`config.mk`:
```
export PLATFORM = sky130hd
export DESIGN_NAME = dispatch_stage
export DESIGN_NICKNAME = d
export VERILOG_FILES = /design/src/rtl/dispatch_cfg_pkg.sv /design/src/rtl/ooo_types_pkg.sv /design/src/rtl/dispatch.sv /design/src/rtl/slot_allocator.sv /design/src/rtl/busy_table.sv /design/src/rtl/dispatch_stage.sv
export SDC_FILE = /design/constraint.sdc
export NUM_CORES = 1
export LEC_CHECK = 0
export BUFFER_PORTS_ARGS = -buffer_cell sky130_fd_sc_hd__buf_2
export CAP_MARGIN = 25
export CORE_ASPECT_RATIO = 1.75
export CORE_MARGIN = 3
export CORE_UTILIZATION = 45
export CTS_CLUSTER_SIZE = 10
export DETAILED_ROUTE_END_ITERATION = 7
export PLACE_DENSITY = 0.72
export SYNTH_ARGS = -nofsm -noshare
export SYNTH_HDL_FRONTEND = slang
export SYNTH_SLANG_ARGS = --single-unit
```
`constraint.sdc`:
```
create_clock -name clk -period 7.92 [get_ports clk]
set_input_delay 0.792 -clock clk [delete_from_list [all_inputs] [get_ports clk]]
set_output_delay 0.792 -clock clk [all_outputs]
set_load 0.05 [all_outputs]
```
`src/rtl/dispatch_cfg_pkg.sv`:
```
package dispatch_cfg_pkg;

   // reorder buffer
   localparam int ROB_DEPTH = 16;
   // ids carry one extra wrap bit on top of this
   localparam int ROB_WIDTH = 4;

   // physical register file
   localparam int PRF_DEPTH = 64;
   localparam int PRF_WIDTH = 6;

   // issue queues
   localparam int INT_ISQ_DEPTH = 8;
   localparam int MEM_ISQ_DEPTH = 4;

   // store queue
   localparam int SQ_DEPTH = 8;
   localparam int SQ_WIDTH = 3;

endpackage

```
`src/rtl/ooo_types_pkg.sv`:
```
package ooo_types_pkg;

   import dispatch_cfg_pkg::*;

   // physical register tag
   typedef logic [PRF_WIDTH-1:0] preg_t;

   // rob id, msb is the wrap bit
   typedef logic [ROB_WIDTH:0] rob_id_t;

   // store queue id
   typedef logic [SQ_WIDTH-1:0] sq_id_t;

   // free entries, saturated at 2
   typedef logic [1:0] left_t;

   // 0, 1 or 2 per cycle
   typedef logic [1:0] pair_cnt_t;

endpackage

```
`src/rtl/dispatch.sv`:
```
`timescale 1ns/1ps

module dispatch
   import ooo_types_pkg::*;
(
   input  logic  instr0_valid,
   input  logic  instr1_valid,
   input  logic  instr0_mem_read,
   input  logic  instr0_mem_write,
   input  logic  instr1_mem_read,
   input  logic  instr1_mem_write,

   input  left_t rob_left,
   input  left_t int_isq_left,
   input  left_t mem_isq_left,
   input  left_t sq_left,

   output logic  can_dispatch,
   output logic  instr0_valid_rob,
   output logic  instr1_valid_rob,
   output logic  instr0_valid_intisq,
   output logic  instr1_valid_intisq,
   output logic  instr0_valid_memisq,
   output logic  instr1_valid_memisq
);

   logic [1:0] mem_vec;
   logic [1:0] int_vec;

   pair_cnt_t mem_num;
   pair_cnt_t int_num;
   pair_cnt_t all_num;

   logic rob_ok;
   logic int_isq_ok;
   logic mem_isq_ok;
   logic sq_ok;

   // loads and stores go to the memory side, everything else is integer
   always_comb begin
      mem_vec = '0;
      int_vec = '0;
      if (instr0_valid && (instr0_mem_read || instr0_mem_write)) begin
         mem_vec[0] = 1'b1;
      end else if (instr0_valid) begin
         int_vec[0] = 1'b1;
      end
      if (instr1_valid && (instr1_mem_read || instr1_mem_write)) begin
         mem_vec[1] = 1'b1;
      end else if (instr1_valid) begin
         int_vec[1] = 1'b1;
      end
   end

   assign mem_num = {1'b0, mem_vec[1]} + {1'b0, mem_vec[0]};
   assign int_num = {1'b0, int_vec[1]} + {1'b0, int_vec[0]};
   assign all_num = mem_num + int_num;

   // whole pair or nothing
   assign rob_ok     = (rob_left >= all_num);
   assign int_isq_ok = (int_isq_left >= int_num);
   assign mem_isq_ok = (mem_isq_left >= mem_num);
   // every memory op reserves a store queue slot
   assign sq_ok      = (sq_left >= mem_num);

   assign can_dispatch = rob_ok & int_isq_ok & mem_isq_ok & sq_ok;

   assign instr0_valid_rob = instr0_valid & can_dispatch;
   assign instr1_valid_rob = instr1_valid & can_dispatch;

   assign instr0_valid_intisq = instr0_valid_rob & int_vec[0];
   assign instr1_valid_intisq = instr1_valid_rob & int_vec[1];
   assign instr0_valid_memisq = instr0_valid_rob & mem_vec[0];
   assign instr1_valid_memisq = instr1_valid_rob & mem_vec[1];

endmodule

```
`src/rtl/slot_allocator.sv`:
```
`timescale 1ns/1ps

module slot_allocator
   import dispatch_cfg_pkg::*;
   import ooo_types_pkg::*;
#(
   parameter int DEPTH = ROB_DEPTH,
   // includes the wrap bit where the id has one
   parameter int ID_W  = ROB_WIDTH + 1
) (
   input  logic            clk,
   input  logic            rst_n,

   input  logic            alloc0,
   input  logic            alloc1,
   input  pair_cnt_t       free_num,

   output left_t           left,
   output logic [ID_W-1:0] id0,
   output logic [ID_W-1:0] id1
);

   localparam int CNT_W = $clog2(DEPTH + 1);

   logic [ID_W-1:0]  tail;
   logic [CNT_W-1:0] occ;
   logic [CNT_W-1:0] free_cnt;
   pair_cnt_t        alloc_num;

   assign alloc_num = {1'b0, alloc0} + {1'b0, alloc1};

   assign free_cnt = CNT_W'(DEPTH) - occ;

   // only 0, 1 or 2 matters to dispatch
   assign left = (free_cnt >= CNT_W'(2)) ? 2'd2 : left_t'(free_cnt);

   // slot 1 follows slot 0 only if slot 0 took an entry
   assign id0 = tail;
   assign id1 = alloc0 ? tail + ID_W'(1) : tail;

   // depths are powers of two, so the tail wraps on its own
   always_ff @(posedge clk or negedge rst_n) begin
      if (!rst_n) begin
         tail <= '0;
      end else begin
         tail <= tail + ID_W'(alloc_num);
      end
   end

   // frees never exceed occupancy
   always_ff @(posedge clk or negedge rst_n) begin
      if (!rst_n) begin
         occ <= '0;
      end else begin
         occ <= occ - CNT_W'(free_num) + CNT_W'(alloc_num);
      end
   end

endmodule

```
`src/rtl/busy_table.sv`:
```
`timescale 1ns/1ps

module busy_table
   import dispatch_cfg_pkg::*;
   import ooo_types_pkg::*;
(
   input  logic  clk,
   input  logic  rst_n,

   // destinations of the dispatching pair
   input  logic  set0_valid,
   input  logic  set1_valid,
   input  preg_t set0_tag,
   input  preg_t set1_tag,

   // writeback clears
   input  logic  wb_valid,
   input  preg_t wb_tag,

   input  preg_t instr0_src1,
   input  preg_t instr0_src2,
   input  preg_t instr1_src1,
   input  preg_t instr1_src2,

   output logic  instr0_src1_busy,
   output logic  instr0_src2_busy,
   output logic  instr1_src1_busy,
   output logic  instr1_src2_busy
);

   logic [PRF_DEPTH-1:0] busy;

   logic wb_hit_01;
   logic wb_hit_02;
   logic wb_hit_11;
   logic wb_hit_12;
   logic byp_11;
   logic byp_12;

   // set is applied after clear so it wins on a shared tag
   always_ff @(posedge clk or negedge rst_n) begin
      if (!rst_n) begin
         busy <= '0;
      end else begin
         if (wb_valid) begin
            busy[wb_tag] <= 1'b0;
         end
         if (set0_valid) begin
            busy[set0_tag] <= 1'b1;
         end
         if (set1_valid) begin
            busy[set1_tag] <= 1'b1;
         end
      end
   end

   // result arriving this cycle
   assign wb_hit_01 = wb_valid && (wb_tag == instr0_src1);
   assign wb_hit_02 = wb_valid && (wb_tag == instr0_src2);
   assign wb_hit_11 = wb_valid && (wb_tag == instr1_src1);
   assign wb_hit_12 = wb_valid && (wb_tag == instr1_src2);

   // instr1 reading what instr0 writes in the same pair
   assign byp_11 = set0_valid && (set0_tag == instr1_src1);
   assign byp_12 = set0_valid && (set0_tag == instr1_src2);

   assign instr0_src1_busy = busy[instr0_src1] & ~wb_hit_01;
   assign instr0_src2_busy = busy[instr0_src2] & ~wb_hit_02;
   assign instr1_src1_busy = (busy[instr1_src1] & ~wb_hit_11) | byp_11;
   assign instr1_src2_busy = (busy[instr1_src2] & ~wb_hit_12) | byp_12;

endmodule

```
`src/rtl/dispatch_stage.sv`:
```
`timescale 1ns/1ps

module dispatch_stage
   import dispatch_cfg_pkg::*;
   import ooo_types_pkg::*;
(
   input  logic      clk,
   input  logic      rst_n,

   // from rename
   input  logic      instr0_valid,
   input  logic      instr0_mem_read,
   input  logic      instr0_mem_write,
   input  preg_t     instr0_T,
   input  preg_t     instr0_T_old,
   input  preg_t     instr0_src1,
   input  preg_t     instr0_src2,
   input  logic      instr1_valid,
   input  logic      instr1_mem_read,
   input  logic      instr1_mem_write,
   input  preg_t     instr1_T,
   input  preg_t     instr1_T_old,
   input  preg_t     instr1_src1,
   input  preg_t     instr1_src2,

   // releases from the back end
   input  pair_cnt_t rob_free_num,
   input  pair_cnt_t int_isq_free_num,
   input  pair_cnt_t mem_isq_free_num,
   input  pair_cnt_t sq_free_num,

   input  logic      wb_valid,
   input  preg_t     wb_tag,

   output logic      can_dispatch,
   output logic      instr0_valid_rob,
   output logic      instr1_valid_rob,
   output logic      instr0_valid_intisq,
   output logic      instr1_valid_intisq,
   output logic      instr0_valid_memisq,
   output logic      instr1_valid_memisq,

   output rob_id_t   instr0_robid,
   output rob_id_t   instr1_robid,
   output sq_id_t    instr0_sqid,
   output sq_id_t    instr1_sqid,

   // rob keeps the old mapping for release at commit
   output preg_t     instr0_T_rob,
   output preg_t     instr0_T_old_rob,
   output preg_t     instr1_T_rob,
   output preg_t     instr1_T_old_rob,

   output logic      instr0_src1_busy,
   output logic      instr0_src2_busy,
   output logic      instr1_src1_busy,
   output logic      instr1_src2_busy
);

   left_t rob_left;
   left_t int_isq_left;
   left_t mem_isq_left;
   left_t sq_left;

   dispatch dispatch_i (
      .instr0_valid        (instr0_valid),
      .instr1_valid        (instr1_valid),
      .instr0_mem_read     (instr0_mem_read),
      .instr0_mem_write    (instr0_mem_write),
      .instr1_mem_read     (instr1_mem_read),
      .instr1_mem_write    (instr1_mem_write),
      .rob_left            (rob_left),
      .int_isq_left        (int_isq_left),
      .mem_isq_left        (mem_isq_left),
      .sq_left             (sq_left),
      .can_dispatch        (can_dispatch),
      .instr0_valid_rob    (instr0_valid_rob),
      .instr1_valid_rob    (instr1_valid_rob),
      .instr0_valid_intisq (instr0_valid_intisq),
      .instr1_valid_intisq (instr1_valid_intisq),
      .instr0_valid_memisq (instr0_valid_memisq),
      .instr1_valid_memisq (instr1_valid_memisq)
   );

   slot_allocator #(.DEPTH(ROB_DEPTH), .ID_W(ROB_WIDTH + 1)) rob_alloc_i (
      .clk      (clk),
      .rst_n    (rst_n),
      .alloc0   (instr0_valid_rob),
      .alloc1   (instr1_valid_rob),
      .free_num (rob_free_num),
      .left     (rob_left),
      .id0      (instr0_robid),
      .id1      (instr1_robid)
   );

   // queue slot ids are assigned inside the queues, only the count is used here
   slot_allocator #(.DEPTH(INT_ISQ_DEPTH), .ID_W($clog2(INT_ISQ_DEPTH))) int_isq_alloc_i (
      .clk      (clk),
      .rst_n    (rst_n),
      .alloc0   (instr0_valid_intisq),
      .alloc1   (instr1_valid_intisq),
      .free_num (int_isq_free_num),
      .left     (int_isq_left),
      .id0      (),
      .id1      ()
   );

   slot_allocator #(.DEPTH(MEM_ISQ_DEPTH), .ID_W($clog2(MEM_ISQ_DEPTH))) mem_isq_alloc_i (
      .clk      (clk),
      .rst_n    (rst_n),
      .alloc0   (instr0_valid_memisq),
      .alloc1   (instr1_valid_memisq),
      .free_num (mem_isq_free_num),
      .left     (mem_isq_left),
      .id0      (),
      .id1      ()
   );

   // loads take a store queue id too, for ordering
   slot_allocator #(.DEPTH(SQ_DEPTH), .ID_W(SQ_WIDTH)) sq_alloc_i (
      .clk      (clk),
      .rst_n    (rst_n),
      .alloc0   (instr0_valid_memisq),
      .alloc1   (instr1_valid_memisq),
      .free_num (sq_free_num),
      .left     (sq_left),
      .id0      (instr0_sqid),
      .id1      (instr1_sqid)
   );

   busy_table busy_table_i (
      .clk              (clk),
      .rst_n            (rst_n),
      .set0_valid       (instr0_valid_rob),
      .set1_valid       (instr1_valid_rob),
      .set0_tag         (instr0_T),
      .set1_tag         (instr1_T),
      .wb_valid         (wb_valid),
      .wb_tag           (wb_tag),
      .instr0_src1      (instr0_src1),
      .instr0_src2      (instr0_src2),
      .instr1_src1      (instr1_src1),
      .instr1_src2      (instr1_src2),
      .instr0_src1_busy (instr0_src1_busy),
      .instr0_src2_busy (instr0_src2_busy),
      .instr1_src1_busy (instr1_src1_busy),
      .instr1_src2_busy (instr1_src2_busy)
   );

   // each slot carries its own destination
   assign instr0_T_rob     = instr0_T;
   assign instr0_T_old_rob = instr0_T_old;
   assign instr1_T_rob     = instr1_T;
   assign instr1_T_old_rob = instr1_T_old;

endmodule

```
==> flow_summary.json <==
{
  "outcome": "finished clean",
  "end_of_the_worst_register_to_register_path": "rob_alloc_i.occ[4]",
  "ys_warn_count": 0,
  "die_height_um": 184,
  "power_leakage_uw": 0.00381,
  "gr-total-overflow": 0,
  "r2r_setup_slack_ns": 2.79,
  "critPathLaunchType": "flip-flop",
  "fp.dieArea_mm2": 0.0199,
  "final_count_of_negative_setup_slack_endpoints": 0,
  "grt_usage_pct": 26.3,
  "final.fill_count": 1672,
  "synthToLayoutAreaGrowth_pct": 8.28,
  "cp_cell_sequence": "inv_1 -> ha_1 -> xnor2_1 -> a31oi_1 -> or4_1 -> or2_2 -> ha_1 -> nand2b_1 -> a21oi_1 -> nor4_4 -> buf_4 -> nand2_1 -> inv_1 -> ha_1 -> inv_1 -> fa_1 -> fa_1 -> inv_1 -> a21oi_1 -> nor2_1 -> nor2_1 -> xnor2_1",
  "tightestPinTransition_ns": 0.879,
  "avg_synthesized_cell_area_um2": 10.4,
  "start_util_pct": 46.4,
  "pwr_density_cell_mw_per_mm2": 354,
  "ioPinCount": 122,
  "yosysUniqueCellTypes": 58,
  "switching_power_of_the_nets_uw": 1460,
  "met2_usage_pct": 45.8,
  "power.internal_uw": 1670,
  "timing.setup.critical_path_class": "flip-flop to flip-flop",
  "total_negative_setup_slack_ns": 0,
  "post-dp-hpwl_mm": 20.0,
  "final_util_pct": 50.2,
  "number_of_nets_in_the_synthesized_netlist": 910,
  "die-width_um": 108,
  "postSynthRegisterBits": 88,
  "design.core.area_mm2": 0.0176,
  "number_of_gates_given_a_new_drive_strength_after_cts": 0,
  "critical_path_arrival_ns": 5.36,
  "worstRegToRegCells": 22,
  "rr_startpoint": "rob_alloc_i.occ[2]",
  "clk_path_buf_depth": 2,
  "synth.top_cells.by_count": "sky130_fd_sc_hd__dfrtp_1, sky130_fd_sc_hd__o221ai_1, sky130_fd_sc_hd__o21ai_0",
  "most_numerous_cell_on_the_critical_path": "sky130_fd_sc_hd__inv_1",
  "worst_hold_path_type": "input pin to asynchronous set/reset pin",
  "yosys.cell_count.top_type": "sky130_fd_sc_hd__dfrtp_1",
  "netlist_top_cells_area": "sky130_fd_sc_hd__dfrtp_1, sky130_fd_sc_hd__mux4_2, sky130_fd_sc_hd__o221ai_1",
  "synth_top_area_cell": "sky130_fd_sc_hd__dfrtp_1",
  "sw_frac_of_total_pct": 46.7,
  "largest_driver_fanout_on_the_critical_path": 18,
  "pin_count_of_the_biggest_net_entering_global_routing": 76,
  "grt-busiest-layer": "met2",
  "path_clk_slew_ns": 0.07,
  "critical_path.max_stage_delay_ns": 0.50,
  "detail_route.wl_per_cell_um": 24.5,
  "crit_slowest_cell": "sky130_fd_sc_hd__or4_1",
  "postRouteWirelength_mm": 25.7,
  "seqCellArea_mm2": 0.00220,
  "maxClockFrequency_ghz": 0.195,
  "postCtsHoldBufs": 0,
  "post-cts-setup-buffer-count": 0,
  "layout_worst_path_cycle_share_pct": 64.7,
  "synth_enable_flop_cells": 0,
  "critical_path.endpoint_type": "flip-flop",
  "post_synth_instance_area_mm2": 0.00817,
  "synth-async-reset-ratio_pct": 100,
  "postSynth.topFlopCell": "sky130_fd_sc_hd__dfrtp_1",
  "antenna_found_initial": 0,
  "layout-drive-gt1-share_pct": 23.1,
  "via_count": 7060,
  "cts_inserted_buffers": 9,
  "fin_worst_skew_ns": 0.0126,
  "finalNetCount": 939,
  "grtUsageMet3_pct": 2.84,
  "share_of_yosys_cell_area_claimed_by_the_top_area_cell_type_pct": 26.9,
  "power.share.sequential_pct": 29.8,
  "antennaDiodeCount": 0,
  "worst-endpoint-required_ns": 8.15,
  "relSlewSlack_pct": 39.9,
  "antenna_violating_nets_post_route": 0,
  "ir_worst_vdd_mv": 0.528,
  "clock_latency_ns": 0.35,
  "dr.pass1.iters": 5,
  "grt_first_pass_wirelength_mm": 40.2,
  "drv.max_cap_violation_count": 0,
  "detail_route.iter0.violations": 795,
  "port_buffers": 97,
  "place_congestion": 1.01,
  "routed_via_density": 6.71,
  "first_global_vias": 7230,
  "maxSlewViolCount": 0,
  "pwr-share-clk_pct": 14.4,
  "multi_input_area_mm2": 0.00532,
  "use_met1_pct": 29.4,
  "timing_hold_violations_final": 0,
  "cts_root_buf": "sky130_fd_sc_hd__clkbuf_16",
  "netlist_instances": 787,
  "row_count": 64,
  "h_tree_depth": 3,
  "final_period_minus_worst_setup_slack_ns": 5.13,
  "comb_power_share_pct": 55.8,
  "sequential_element_share_of_the_synthesized_area_pct": 26.9,
  "rsz0062_at_grt": "no",
  "cts.sink_count": 88,
  "remaining_drc_errors": 0,
  "tritoncts": "yes"
}
## layout by cell type (no fill, tap or decap), types with 20 or more instances in the layout
cell / n
sky130_fd_sc_hd__ha_1: 44
sky130_fd_sc_hd__xnor2_1: 44
sky130_fd_sc_hd__nand2_1: 20
sky130_fd_sc_hd__inv_1: 52
sky130_fd_sc_hd__o221ai_1: 66
sky130_fd_sc_hd__dfrtp_1: 88
sky130_fd_sc_hd__mux4_2: 37
sky130_fd_sc_hd__o21ai_0: 64
sky130_fd_sc_hd__buf_2: 96
sky130_fd_sc_hd__mux2i_1: 33
sky130_fd_sc_hd__xor2_1: 20
## area by class of cell
| class | count | share of cell area [%] |
|---|---|---|
| Clock buffer | 10 | 2.70 |
| Clock inverter | 6 | 0.848 |
| Tap cell | 231 | 3.27 |
| Inverter | 52 | 2.21 |
| Multi-Input combinational cell | 565 | 60.1 |
| Sequential cell | 88 | 24.9 |
| Timing Repair Buffer | 100 | 5.99 |
## power by group through the flow
stage               Sequential (µW)  Clock (µW)  Combinational (µW)
floorplan                       904           0                1330
global placement                911           0                1700
detailed placement              928           0                1740
CTS                             921         454                1750
global route                    963         472                1920
finish                          933         449                1750
## metrics by stage
| step | setup WS [ns] | total power, µW | hold WS (ns) | cell area (µm²) | std cells |
|---|---|---|---|---|---|
| after floorplan | 2.43 | 2230 | 0.496 | 8170 | 787 |
| after global placement | 2.87 | 2610 | 0.516 | 8510 | 1035 |
| after detailed placement | 2.71 | 2670 | 0.520 | 8510 | 1035 |
| after CTS | 2.75 | 3130 | 0.289 | 8820 | 1051 |
| after global routing | 2.32 | 3350 | 0.293 | 8850 | 1052 |
| final | 2.79 | 3130 | 0.290 | 8850 | 1052 |
## registers in the layout (all words and copies together) (netlist names)
name                 count
rob_alloc_i.occ          5
int_isq_alloc_i.occ      4
rob_alloc_i.id0          5
mem_isq_alloc_i.occ      3
busy_table_i.busy       64
sq_alloc_i.id0           3
sq_alloc_i.occ           4
## critical path: cells and delay by family, from the launching register on
kind	cells	cell delay [ns]
xor+xnor	2	0.27
buf+inv	5	0.74
flops	1	0.38
compound gates	3	0.26
simple gates	7	1.68
fa+ha+maj	5	1.67
## kinds of logic (layout without fill, tap and decap cells)
family	count (synthesis)	in the layout	share of synthesized area (%)
buffers and inverters	134	168	7.98
adder cells (fa/ha/maj)	52	52	8.70
AO/OA/AOI/OAI	180	180	15.4
XOR/XNOR	64	64	6.86
flip-flops	88	88	26.9
multiplexers	100	100	20.9
AND/OR/NAND/NOR	169	169	13.2
## metal layers
metal / routed length, µm / up-vias
met2: 13300 / 401
met4: 2020 / 0
met3: 1760 / 122
met5: 0 / -
li1: - / 3080
met1: 8660 / 3457
## worst max path at each step
| stage | startpoint | endpoint | slack [ns] | cells past startpoint |
|---|---|---|---|---|
| floorplan | instr0_valid | mem_isq_alloc_i.occ[2] | 2.43 | 17 |
| global placement | instr0_valid | rob_alloc_i.occ[4] | 2.87 | 20 |
| global route | rob_alloc_i.occ[2] | rob_alloc_i.occ[4] | 2.32 | 22 |
| CTS | rob_alloc_i.occ[2] | rob_alloc_i.occ[4] | 2.75 | 22 |
| detailed placement | instr0_valid | rob_alloc_i.occ[4] | 2.71 | 20 |
| finish | rob_alloc_i.occ[2] | rob_alloc_i.occ[4] | 2.79 | 22 |
Note: power is estimated with default switching activity, not from simulation.
